<file path="src/design/soc_pkg.sv">
//----------------------------------------------------------------------
// Shared definitions for the application subsystem:
// bus widths, area and core prefixes, register indices,
// request and response structs and the response source enum.
//----------------------------------------------------------------------
`default_nettype none

package soc_pkg;

  // Widths with a meaning
  localparam int RAM_ADDR_BITS = 8;
  localparam int NUM_CORES     = 4;
  localparam int CORE_SEL_BITS = $clog2(NUM_CORES);

  typedef logic [31 : 0]              word_t;
  typedef logic [31 : 0]              addr_t;
  typedef logic [3 : 0]               strb_t;
  typedef logic [1 : 0]               area_t;
  typedef logic [5 : 0]               core_prefix_t;
  typedef logic [7 : 0]               reg_addr_t;
  typedef logic [RAM_ADDR_BITS-1 : 0] ram_addr_t;
  typedef logic [CORE_SEL_BITS-1 : 0] core_sel_t;

  //--------------------------------------------------------------------
  // Memory map
  //--------------------------------------------------------------------
  localparam area_t        AREA_RAM        = 2'h1;
  localparam area_t        AREA_MMIO       = 2'h3;
  localparam core_prefix_t SYS_CTRL_PREFIX = 6'h3f;

  // Returned on a forced trap
  localparam word_t ILLEGAL_INSTRUCTION = 32'h0;

  // sys_ctrl registers
  localparam reg_addr_t SYS_APP_MODE = 8'h00;
  localparam reg_addr_t SYS_SCRAMBLE = 8'h01;
  localparam reg_addr_t SYS_ASLR     = 8'h02;

  // reg_core registers, scratch words sit below the counter
  localparam int        CORE_NUM_SCRATCH = 4;
  localparam reg_addr_t CORE_WR_COUNT    = 8'h04;

  //--------------------------------------------------------------------
  // Bus and target types
  //--------------------------------------------------------------------
  typedef struct packed {
    addr_t addr;
    word_t wdata;
    strb_t wstrb;
    logic  instr;
  } bus_req_t;

  typedef struct packed {
    logic      cs;
    logic      we;
    reg_addr_t address;
    word_t     write_data;
  } core_req_t;

  typedef struct packed {
    word_t read_data;
    logic  ready;
  } core_rsp_t;

  typedef enum logic [2 : 0] {NONE, RAM, SYS, CORE, TRAP} target_e;

endpackage

`default_nettype wire

</file>
<file path="src/design/rdata_mux.sv">
//----------------------------------------------------------------------
// Response mux.
// Picks the response of the selected target and registers read
// data and ready towards the bus master.
//----------------------------------------------------------------------
`timescale 1ns/100ps
`default_nettype none

module rdata_mux (
  input  logic               clk,
  input  logic               reset_n,
  input  soc_pkg::target_e   target,
  input  soc_pkg::core_sel_t core_sel,
  input  soc_pkg::core_rsp_t sys_rsp,
  input  soc_pkg::core_rsp_t ram_rsp,
  input  soc_pkg::core_rsp_t core_rsp [soc_pkg::NUM_CORES],
  output logic               bus_ready,
  output soc_pkg::word_t     bus_rdata
);

  soc_pkg::core_rsp_t muxed_rsp;

  always_comb begin
    case (target)
      soc_pkg::RAM:  muxed_rsp = ram_rsp;
      soc_pkg::SYS:  muxed_rsp = sys_rsp;
      soc_pkg::CORE: muxed_rsp = core_rsp[core_sel];
      // Forced trap answers at once
      soc_pkg::TRAP: begin
        muxed_rsp.read_data = soc_pkg::ILLEGAL_INSTRUCTION;
        muxed_rsp.ready     = 1'b1;
      end
      default: begin
        muxed_rsp.read_data = '0;
        muxed_rsp.ready     = 1'b1;
      end
    endcase
  end

  always_ff @(posedge clk) begin
    if (!reset_n) begin
      bus_ready <= 1'b0;
      bus_rdata <= '0;
    end else begin
      bus_ready <= muxed_rsp.ready;
      bus_rdata <= muxed_rsp.read_data;
    end
  end

endmodule

`default_nettype wire

</file>
<file path="config.mk">
export PLATFORM = sky130hd
export DESIGN_NAME = rdata_mux
export DESIGN_NICKNAME = d
export VERILOG_FILES = /design/src/design/soc_pkg.sv /design/src/design/rdata_mux.sv
export SDC_FILE = /design/constraint.sdc
export NUM_CORES = 1
export LEC_CHECK = 0
export ABC_CLOCK_PERIOD_IN_PS = 950
export CAP_MARGIN = 20
export CORE_AREA = 3 3 90 92
export CTS_BUF_LIST = sky130_fd_sc_hd__clkbuf_4 sky130_fd_sc_hd__clkbuf_8
export DETAILED_ROUTE_END_ITERATION = 12
export DIE_AREA = 0 0 93 95
export DONT_BUFFER_PORTS = 1
export GPL_TIMING_DRIVEN = 0
export SLEW_MARGIN = 20
export SYNTH_ARGS = -nofsm -noshare
export SYNTH_HDL_FRONTEND = slang
export SYNTH_SLANG_ARGS = --single-unit
export TNS_END_PERCENT = 10
</file>
<file path="constraint.sdc">
create_clock -name clk -period 0.95 [get_ports clk]
set_input_delay 0 -clock clk [delete_from_list [all_inputs] [get_ports clk]]
set_output_delay 0 -clock clk [all_outputs]
set_load 0.1 [all_outputs]
</file>
# Word level (Yosys, flattened, before mapping)
# Cells that the tools add are included.
dict set report classes {
  n_addsub 0
  mul 0
  div 0
  magnitude_cmp 1
  eq_ne 3
  shift 0
  muxes 4
  n_bitwise 1
  reduce_logical 0
}
# op count
set op_table {}
lappend op_table {{33-bit case mux with 3 select lines} 1}
lappend op_table {{33-bit binary-select mux with 2-bit select} 1}
lappend op_table {{33-bit two-way mux} 2}
lappend op_table {{3-bit by 2-bit equality test with 1-bit output (second input constant)} 2}
lappend op_table {{3-bit by 1-bit equality test with 1-bit output (second input constant)} 1}
lappend op_table {{3-bit greater-or-equal comparator (second input constant)} 1}
lappend op_table {{2-bit inverter with 3-bit output} 1}
dict set report totals {
  ff_bits 33
  latchBits 0
  ram_bits 0
  rom_bits 0
  output_inout_bits 33
  word_cells 11
  mem_count 0
}

# Depth between registers and ports, before layout
# Gate-level depths: netlist of the first run.
dict set report depth {
  depth_word 5
  depth_mapped 6
  depth_no_buf 3
}

# Worst setup path after synthesis of the first run
# OpenSTA, ideal clock, no wires.
dict set report synth_timing {
  kind {input -> register}
  start {input target[0]}
  end {register bus_ready}
  setup_time_ns 0.117
  arrival_time_ns 0.812
  setup_slack_ns 0.020
  cell_stages 4
  n_path_buf 1
  cell_sequence {buf_6 -> or3b_1 -> o311a_1 -> a32o_1}
}
dict set report synth_via {
  elab_chain_len 2
  elab_cells_between_ends 4
  classes_between {eq/ne: 3; mux: 1}
}
# item line
set synth_rtl {}
lappend synth_rtl {{from (decl)} rdata_mux.sv:12} ;# input soc_pkg::target_e target,
lappend synth_rtl {{3-bit by 2-bit equality test with 1-bit output or 3-bit by 1-bit equality test with 1-bit output (tied branches)} rdata_mux.sv:24} ;# case (target)
lappend synth_rtl {{33-bit case mux with 3 select lines *} rdata_mux.sv:24}
lappend synth_rtl {{to (signal assigned)} rdata_mux.sv:45} ;# bus_ready <= muxed_rsp.ready;
lappend synth_rtl {{to (decl)} rdata_mux.sv:17} ;# output logic bus_ready,
# Mark *: on every way between the ends. The rest lies on a longest branch, timed or not.
# A chain may end at the register's enable or synchronous reset.

# Worst setup path after layout of the first run
dict set report layout_timing {
  start {register bus_rdata[15]}
  end {output bus_rdata[15]}
}
# item line
set layout_lines {}
lappend layout_lines {{from (decl)} rdata_mux.sv:18} ;# output soc_pkg::word_t bus_rdata
lappend layout_lines {{from (signal assigned)} rdata_mux.sv:46} ;# bus_rdata <= muxed_rsp.read_data;
# No word-level cell between the ends.

==> results of run 1 <==
==> where the power goes <==
part	leakage, nW	internal [mW]	switching [mW]
clock	0.0619	0.884	0.525
combinational	0.805	0.466	0.487
sequential	0.293	1.42	0.542
==> cells in the mapped netlist <==
| library cell | instances |
|---|---|
| sky130_fd_sc_hd__o311a_1 | 1 |
| sky130_fd_sc_hd__buf_2 | 12 |
| sky130_fd_sc_hd__dfxtp_1 | 33 |
| sky130_fd_sc_hd__or3b_1 | 1 |
| sky130_fd_sc_hd__a311oi_1 | 2 |
| sky130_fd_sc_hd__nand2_1 | 64 |
| sky130_fd_sc_hd__a311oi_2 | 30 |
| sky130_fd_sc_hd__a21boi_0 | 32 |
| sky130_fd_sc_hd__mux2_1 | 36 |
| sky130_fd_sc_hd__inv_2 | 1 |
| sky130_fd_sc_hd__mux2i_1 | 2 |
| sky130_fd_sc_hd__a21oi_1 | 32 |
| sky130_fd_sc_hd__nor2b_1 | 1 |
| sky130_fd_sc_hd__buf_6 | 4 |
| sky130_fd_sc_hd__mux2_2 | 28 |
| sky130_fd_sc_hd__clkbuf_1 | 13 |
| sky130_fd_sc_hd__buf_4 | 3 |
| sky130_fd_sc_hd__nand3_1 | 2 |
| sky130_fd_sc_hd__a32o_1 | 1 |
| sky130_fd_sc_hd__and2_1 | 1 |
| sky130_fd_sc_hd__nand2b_1 | 1 |
==> state kept, by name (all words and copies together), names as in the netlist <==
| name | count |
|---|---|
| bus_rdata | 32 |
| bus_ready | 1 |
==> routing by layer <==
| metal | routed length (um) | global-route usage [%] |
|---|---|---|
| met3 | 901 | 6.85 |
| met4 | 263 | 9.77 |
| met1 | 3550 | 21.5 |
| met2 | 5360 | 41.3 |
| met5 | 0 | 0 |
==> cells by family (layout without fill, tap and decap cells) <==
logic type	Yosys count	after routing	synth area share, %
buffers and inverters	33	75	6.56
other	0	1	0
flip-flops	33	33	24.0
AO/OA/AOI/OAI	98	98	32.3
multiplexers	66	66	27.0
AND/OR/NAND/NOR	70	70	10.1
==> per-stage QoR <==
step / hold WS (ns) / setup TNS, ns / area, sq um / instances
CTS: 0.00470 / 0 / 3440 / 441
global placement: 0.131 / -6.72 / 2870 / 399
finish: 0.00934 / 0 / 3450 / 442
global route: 0.0134 / -0.160 / 3450 / 442
detailed placement: 0.136 / -6.71 / 2870 / 399
floorplan: 0.122 / 0 / 2750 / 300
==> worst min path at each step <==
| stage | start | endpoint | slack (ns) | depth (start not counted) |
|---|---|---|---|---|
| final | sys_rsp[25] | bus_rdata[24] | 0.009 | 2 |
| after detailed placement | reset_n | bus_ready | 0.14 | 1 |
| after global placement | reset_n | bus_ready | 0.13 | 1 |
| after global routing | ram_rsp[11] | bus_rdata[10] | 0.01 | 2 |
| after floorplan | reset_n | bus_ready | 0.12 | 1 |
| after CTS | ram_rsp[11] | bus_rdata[10] | 0.005 | 2 |
==> timing repair <==
action,CTS,global route
gates cloned,0,0
hold buffers,34,0
endpoints found under the setup margin,33,20
gates resized for setup,61,4
endpoints found under the hold margin,32,0
==> area by class of cell <==
| type | instances | share of cell area (%) |
|---|---|---|
| multi-input cells | 234 | 55.2 |
| flip-flops and latches | 33 | 22.5 |
| repair buffers | 34 | 9.86 |
| plain buffers | 32 | 5.15 |
| well taps | 99 | 3.59 |
| clock buffers | 7 | 2.61 |
| clock inverters | 1 | 0.870 |
| inverters | 1 | 0.109 |
| diodes | 1 | 0.0725 |
==> results_dict.tcl, run 1 <==
set metrics [dict create \
    status "completed" \
    hold_viol_final 0 \
    postCtsSetupBuffers 0 \
    global_route.usage.total_pct 21.7 \
    final_gp_congestion 0.762 \
    tritoncts "built" \
    syn_to_final_growth_pct 25.6 \
    critPathCaptureType "primary output" \
    timing.final.crit_period_ns 0.935 \
    ctsRootBufferMaster "sky130_fd_sc_hd__clkbuf_8" \
    boundaryPins 238 \
    synth_seq_cells 33 \
    path_clk_slew_ns 0.07 \
    syn-instance-count 300 \
    antenna_found_initial 1 \
    cts_htree_levels 2 \
    die_h_um 95 \
    cp-endpoint "bus_rdata[15]" \
    power.static_leakage_nw 1.16 \
    startpoint "bus_rdata[15]" \
    placement.io_buffers 0 \
    synth_area_per_cell_sq_um 9.16 \
    hpwl_um 7720 \
    worst_ep_required_time_ns 0.95 \
    sequential_fraction_of_the_synthesis_area_pct 24.0 \
    power_density_nw_per_um2 1250 \
    final_core_utilization_pct 47.3 \
    seqCellArea_sq_um 777 \
    achievable-frequency_mhz 1070 \
    vias_per_cell 5.91 \
    synthDominantCellAreaShare_pct 24.0 \
    setup_violators_final 0 \
    setup_repair_after_global_routing_missed_its_margin "yes" \
    multi_input_area_sq_um 1910 \
    clock_path_buffers 2 \
    coreArea_sq_um 7290 \
    grt_remaining_overflow 0 \
    fill_cells 702 \
    hold_class "input pin to flop" \
    cts_inserted_buffers 5 \
    layout_commonest_cell "sky130_fd_sc_hd__nand2_1" \
    highest_count_cells_in_the_layout_ignoring_fill_and_taps "64 x sky130_fd_sc_hd__nand2_1, 36 x sky130_fd_sc_hd__mux2_1, 34 x sky130_fd_sc_hd__dlygate4sd3_1, 32 x sky130_fd_sc_hd__a21boi_0, 32 x sky130_fd_sc_hd__a21oi_1" \
    grt_pass1_wl_um 14600 \
    worst-path-stages 0 \
    synth.distinct_cells 21 \
    synthesis.yosys.warnings 0 \
    netlist.top_cell.by_area "sky130_fd_sc_hd__dfxtp_1" \
    drt_pre_antenna_iters 4 \
    max-cap-violations 0 \
    placementRows 31 \
    slew_of_the_pin_with_the_lowest_slew_margin_ns 0.798 \
    finalMaxSlewViolations 0 \
    cp-start-kind "flop" \
    drt_iter0_markers 63 \
    grt_max_degree 11 \
    clkSinkCount 33 \
    critPathArrivalTime_ns 0.93 \
    vias 2612 \
    largest_cells_by_area_after_synthesis "sky130_fd_sc_hd__dfxtp_1 24%, sky130_fd_sc_hd__a311oi_2 16%, sky130_fd_sc_hd__mux2_1 15%" \
    floorplan.initialDensity_pct 37.7 \
    design.final.nets 546 \
    synthesized_netlist_net_count 505 \
    final_layout_size_suffix_gt1_share_pct 35.1 \
    die_area_sq_um 8840 \
    total_power_mw 4.33 \
    synth_area_sq_um 2750 \
    wire_per_inst_um 22.8 \
    largest_fanout_on_the_critical_path 1 \
    worst_slack_ns 0.0153 \
    period_share_pct 98.4 \
    grt_pass1_vias 2932 \
    dp_worst_setup_slack_ns -0.256 \
    die_width_um 93 \
    wirelength_um 10100 \
    crit_type "flop to primary output" \
    ir_drop_mv 0.490 \
    route.detailed.drc 0 \
    final_antenna_net_count 0 \
    max-slew-margin-rel_pct 46.8 \
]
No activity file was read; power rests on OpenSTA's default activity.
==> run 2: changes to the inputs <==
--- a/config.mk
+++ b/config.mk
@@ -12,7 +12,7 @@
 export DETAILED_ROUTE_END_ITERATION = 12
 export DIE_AREA = 0 0 93 95
 export DONT_BUFFER_PORTS = 1
-export GPL_TIMING_DRIVEN = 0
+export HOLD_SLACK_MARGIN = 0.15
 export SLEW_MARGIN = 20
 export SYNTH_ARGS = -nofsm -noshare
 export SYNTH_HDL_FRONTEND = slang
==> run 2 against run 1 <==
  * The flow now finishes with violations (negative hold slack, negative setup slack)
  * Combinational power increased by 80%
  * Power decreased by 0.20%
  * Core utilization increased by 9.0 points
  * Design area increased by 19%
  * Non-clock buffer count increased by 30
  * Worst setup slack got worse by 0.028 ns
  * Sequential power decreased by 23%
==> results_dict.tcl, run 2 (synthesized netlist as in run 1, its figures left out) <==
set metrics [dict create \
    violations "negative hold slack, negative setup slack" \
    hold_class "input pin to flop" \
    final_layout_size_suffix_gt1_share_pct 28.8 \
    vias 2737 \
    cts_inserted_buffers 5 \
    postPlaceCellArea_sq_um 3430 \
    clkSinkCount 33 \
    cp-start-kind "input pin" \
    die_h_um 95 \
    power_density_nw_per_um2 1050 \
    grt_pass1_vias 2976 \
    layout_commonest_cell "sky130_fd_sc_hd__nand2_1" \
    final-instance-count-excl-fill 471 \
    worst_ep_required_time_ns 1.14 \
    cts_htree_levels 2 \
    wire_per_inst_um 21.2 \
    final_antenna_net_count 0 \
    antenna_found_initial 0 \
    placementRows 31 \
    highest_count_cells_in_the_layout_ignoring_fill_and_taps "64 x sky130_fd_sc_hd__nand2_1, 59 x sky130_fd_sc_hd__dlygate4sd3_1, 36 x sky130_fd_sc_hd__mux2_1, 36 x sky130_fd_sc_hd__buf_12, 33 x sky130_fd_sc_hd__dfxtp_1" \
    die_area_sq_um 8840 \
    grt_max_degree 69 \
    boundaryPins 238 \
    post_route_standard_cell_area_excluding_fillers_sq_um 4110 \
    largest_register_ffs 32 \
    critPathCaptureType "flop" \
    grt_pass1_wl_um 14400 \
    dpl.cell_count 404 \
    period_share_pct 101 \
    route.detailed.drc 0 \
    crit_type "input pin to flop" \
    hold-worst-slack_ns -0.0435 \
    timing.hold.worst_path_depth 2 \
    achievable-frequency_mhz 1040 \
    largest_fanout_on_the_critical_path 32 \
    syn_to_final_growth_pct 49.6 \
    hold_viol_final 1 \
    wirelength_um 10000 \
    setup_violators_final 1 \
    setup_repair_after_global_routing_missed_its_margin "no" \
    ctsRootBufferMaster "sky130_fd_sc_hd__clkbuf_8" \
    slew_of_the_pin_with_the_lowest_slew_margin_ns 0.547 \
    coreArea_sq_um 7290 \
    final_core_utilization_pct 56.4 \
    design.final.nets 576 \
    max-cap-violations 0 \
    tritoncts "built" \
    worst_slack_ns -0.0126 \
    ir_drop_mv 0.425 \
    antenna_cells 0 \
    status "finished with violations" \
    power.static_leakage_nw 1.45 \
    placement.io_buffers 0 \
    drt_pre_antenna_iters 5 \
    floorplan.initialDensity_pct 37.7 \
    finalMaxSlewViolations 0 \
    die_width_um 93 \
    drt_iter0_markers 116 \
    global_route.usage.total_pct 20.9 \
    critPathArrivalTime_ns 1.16 \
    grt_remaining_overflow 0 \
    timing.final.crit_period_ns 0.963 \
    top_regs "bus_rdata: 32 flops, bus_ready: 1 flops" \
    path_clk_slew_ns 0.08 \
    final_gp_congestion 0.766 \
    vias_per_cell 5.81 \
    hpwl_um 6720 \
    postCtsSetupBuffers 0 \
    register_containing_the_most_flip_flops_in_the_final_layout "bus_rdata" \
    clock_path_buffers 2 \
    max-slew-margin-rel_pct 63.5 \
]
==> run 2: changes by cell type in the layout (fill, tap and decap cells not counted), moves of 2 or more <==
cell                            delta
sky130_fd_sc_hd__dfxtp_1          +33
sky130_fd_sc_hd__dfxtp_2           -3
sky130_fd_sc_hd__clkbuf_1         -12
sky130_fd_sc_hd__buf_2            -12
sky130_fd_sc_hd__buf_6             -4
sky130_fd_sc_hd__buf_12           +36
sky130_fd_sc_hd__buf_4             -2
sky130_fd_sc_hd__clkinv_2          +2
sky130_fd_sc_hd__dlygate4sd3_1    +25
sky130_fd_sc_hd__dfxtp_4          -30
==> run 2: path summary, 6_finish.rpt <==
check	start	slack, ns	to
worst min-delay path	target[1]	-0.04	bus_ready
worst max-delay path	target[0]	-0.01	bus_rdata[7]
==> run 2: repair_timing <==
item	CTS	global route
setup endpoints to repair	0	1
endpoints found under the hold margin	33	32
hold buffers	56	3
gates resized for setup	0	1
==> run 2: layout make-up <==
cell class	count	area (sq um)
timing repair buffer	96	1320
multi-input combinational	234	1920
fill	616	3180
tap	99	124
clock inverter	2	10.0
sequential	33	661
clock buffer	6	76.3
inverter	1	3.75
==> run 2: where the power goes <==
| part | internal, mW | switching, mW |
|---|---|---|
| combinational | 0.792 | 0.926 |
| sequential | 1.45 | 0.0559 |
| clock | 0.537 | 0.554 |
==> run 2: critical path, stage by stage <==
cell	delay, ns
sky130_fd_sc_hd__dlygate4sd3_1	0.72
sky130_fd_sc_hd__a21oi_1	0.15
sky130_fd_sc_hd__a311oi_2	0.28
==> run 2: routing by layer <==
metal | GRT usage, % | routed length [um]
met2 | 40.6 | 5320
met4 | 8.42 | 240
met1 | 20.9 | 3520
met5 | 0 | 0
met3 | 5.90 | 919
==> run 2: metrics by stage <==
| stage | power, mW | setup WS (ns) | hold WS (ns) | TNS, ns |
|---|---|---|---|---|
| 3_5_place_dp | 3.02 | -0.102 | 0.128 | -1.03 |
| 2_1_floorplan | 2.69 | 0.0202 | 0.122 | 0 |
| 4_1_cts | 4.34 | 0.0244 | -0.0647 | 0 |
| 6_report | 4.32 | -0.0126 | -0.0435 | -0.0126 |
| 5_1_grt | 4.49 | 0.00531 | -0.0624 | 0 |
| 3_3_place_gp | 3.00 | -0.0212 | 0.128 | -0.0212 |
==> run 3: changes to the inputs <==
--- a/config.mk
+++ b/config.mk
@@ -7,12 +7,13 @@
 export LEC_CHECK = 0
 export ABC_CLOCK_PERIOD_IN_PS = 950
 export CAP_MARGIN = 20
-export CORE_AREA = 3 3 90 92
+export CORE_AREA = 2 2 92 94
 export CTS_BUF_LIST = sky130_fd_sc_hd__clkbuf_4 sky130_fd_sc_hd__clkbuf_8
 export DETAILED_ROUTE_END_ITERATION = 12
-export DIE_AREA = 0 0 93 95
+export DIE_AREA = 0 0 94 96
 export DONT_BUFFER_PORTS = 1
 export HOLD_SLACK_MARGIN = 0.15
+export PLACE_DENSITY = 0.46
 export SLEW_MARGIN = 20
 export SYNTH_ARGS = -nofsm -noshare
 export SYNTH_HDL_FRONTEND = slang
==> run 3 against run 2 <==
  * Combinational power about the same
  * Clock-buffer cell count unchanged
  * Power increased by 1.3%
  * Sequential share of layout area decreased by 0.55 points
  * Fmax increased by 11%
  * The run ends with negative hold slack left
  * Critical endpoint is now bus_rdata[0]
  * Critical path depth decreased by 2
  * Core utilization decreased by 3.5 points
  * Die area increased by 2.1%
  * Flip-flop and latch count unchanged
  * Worst setup slack improved by 0.098 ns
  * Clock power about the same
==> results_dict.tcl, run 3 (synthesized netlist as in run 1, its figures left out) <==
set metrics [dict create \
    power_frac_clock_pct 25.4 \
    slowest_stage "sky130_fd_sc_hd__dfxtp_1" \
    critPathCaptureType "primary output" \
    period_share_pct 91.0 \
    grt_max_degree 69 \
    clkSinkCount 33 \
    hpwl_um 6310 \
    drt_pre_antenna_iters 4 \
    timing.critical_path.cells "buf_12" \
    total_power_mw 4.38 \
    power.internal_mw 2.83 \
    hold_class "input pin to flop" \
    seqCellArea_sq_um 661 \
    placementRows 33 \
    cpPeakStageDelay_ns 0.39 \
    final_gp_congestion 0.729 \
    register_containing_the_most_flip_flops_in_the_final_layout "bus_rdata" \
    wirelength_um 9270 \
    grt_pass1_wl_um 13700 \
    syn_to_final_growth_pct 55.0 \
    cp-start-kind "flop" \
    route.layer.met1.wl_um 3450 \
    final_antenna_net_count 0 \
    setup_repair_after_global_routing_missed_its_margin "no" \
    die_area_sq_um 9020 \
    critPathArrivalTime_ns 0.86 \
    grt_remaining_overflow 0 \
    holdCritStartpoint "target[1]" \
    layout_commonest_cell "sky130_fd_sc_hd__dlygate4sd3_1" \
    setup_violators_final 0 \
    multi_input_area_sq_um 1910 \
    worst_ep_required_time_ns 0.95 \
    placement.io_buffers 0 \
    design.final.nets 591 \
    slew_of_the_pin_with_the_lowest_slew_margin_ns 0.266 \
    antenna_found_initial 0 \
    power_switching_share_pct 35.4 \
    highest_count_cells_in_the_layout_ignoring_fill_and_taps "70 x sky130_fd_sc_hd__dlygate4sd3_1, 64 x sky130_fd_sc_hd__nand2_1, 36 x sky130_fd_sc_hd__mux2_1, 36 x sky130_fd_sc_hd__buf_12, 33 x sky130_fd_sc_hd__dfxtp_1" \
    vias 2715 \
    top_regs "bus_rdata: 32 flops, bus_ready: 1 flops" \
    global_route.usage.total_pct 19.7 \
    crit_type "flop to primary output" \
    highest_layer "met4" \
    largest_fanout_on_the_critical_path 1 \
    hold_viol_final 1 \
    grt_pass1_vias 2858 \
    path_clk_slew_ns 0.08 \
    p_switching_mw 1.55 \
    cp_num_buf_inv 1 \
    violations "negative hold slack" \
    floorplan.initialDensity_pct 34.1 \
    max-cap-violations 0 \
    achievable-frequency_mhz 1160 \
    power.static_leakage_nw 1.53 \
    die_width_um 94 \
    max-slew-margin-rel_pct 82.1 \
    cts_htree_levels 2 \
    final_layout_size_suffix_gt1_share_pct 28.2 \
    startpoint "bus_rdata[0]" \
    status "finished with violations" \
    met3RoutedLength_um 797 \
    finalMaxSlewViolations 0 \
    largest_register_ffs 32 \
    hold-worst-slack_ns -0.0293 \
    clock_path_buffers 2 \
    fill_cells 736 \
    wire_per_inst_um 18.8 \
    cts_inserted_buffers 5 \
    coreArea_sq_um 8050 \
    antenna_cells 0 \
    ctsRootBufferMaster "sky130_fd_sc_hd__clkbuf_8" \
    die_h_um 96 \
    vias_per_cell 5.52 \
    ir_drop_mv 0.407 \
    tritoncts "built" \
    boundaryPins 238 \
    seq_power_share_pct 34.5 \
    power_density_nw_per_um2 1030 \
    comb_power_share_pct 40.1 \
    timing.final.crit_period_ns 0.864 \
    met2RoutedLength_um 4880 \
    drt_iter0_markers 125 \
    route.detailed.drc 0 \
    finalSetupTns_ns 0 \
    cp_delay_by_family_top "flip-flops" \
]
==> run 3: changes by cell type in the layout (fill, tap and decap cells not counted), sizes merged <==
| cell | before | now |
|---|---|---|
| buf | 37 | 40 |
| dlygate4sd3 | 59 | 70 |
| dlymetal6s4s | 0 | 1 |
==> run 3: per-layer routing <==
layer	global-route usage, %	up-vias
li1	-	1277
met1	21.5	1271
met2	37.8	155
met3	4.78	12
met4	5.19	0
met5	0	-
==> run 3: path summary, 6_finish.rpt <==
kind / to / slack (ns) / depth (start not counted)
max: bus_rdata[0] / 0.09 / 1
min: bus_ready / -0.03 / 2
==> run 3: final cells by class <==
cell class	instances	area share, %
multi-input cells	234	44.9
repair buffers	111	34.4
flip-flops and latches	33	15.5
well taps	105	3.09
clock buffers	6	1.79
clock inverters	2	0.235
inverters	1	0.0882
==> run 3: power by group through the flow <==
stage          Sequential (mW)  Clock, mW  Combinational [mW]
6_report                  1.51       1.11                1.75
5_1_grt                   1.52       1.22                1.84
4_1_cts                   1.51       1.16                1.74
3_5_place_dp              1.54          0                1.50
3_3_place_gp              1.54          0                1.48
2_1_floorplan             2.01          0               0.673
==> run 3: what timing repair did <==
action,4_1_cts,5_1_grt
hold endpoints to repair,33,31
hold buffers,67,4
setup buffers,0,0
gates resized for setup,0,1
setup endpoints to repair,0,2
==> run 3: stage by stage <==
stage | instances | area (sq um) | worst slack [ns] | hold WS (ns) | utilization [%]
6_report | 492 | 4260 | 0.0855 | -0.0293 | 52.9
2_1_floorplan | 300 | 2750 | 0.0202 | 0.122 | -
5_1_grt | 492 | 4260 | 0.0518 | -0.0155 | 52.9
3_5_place_dp | 413 | 3460 | 0.0920 | 0.139 | 43.0
4_1_cts | 488 | 4220 | 0.0198 | -0.0541 | 52.4
3_3_place_gp | 413 | 3460 | 0.102 | 0.130 | 43.0
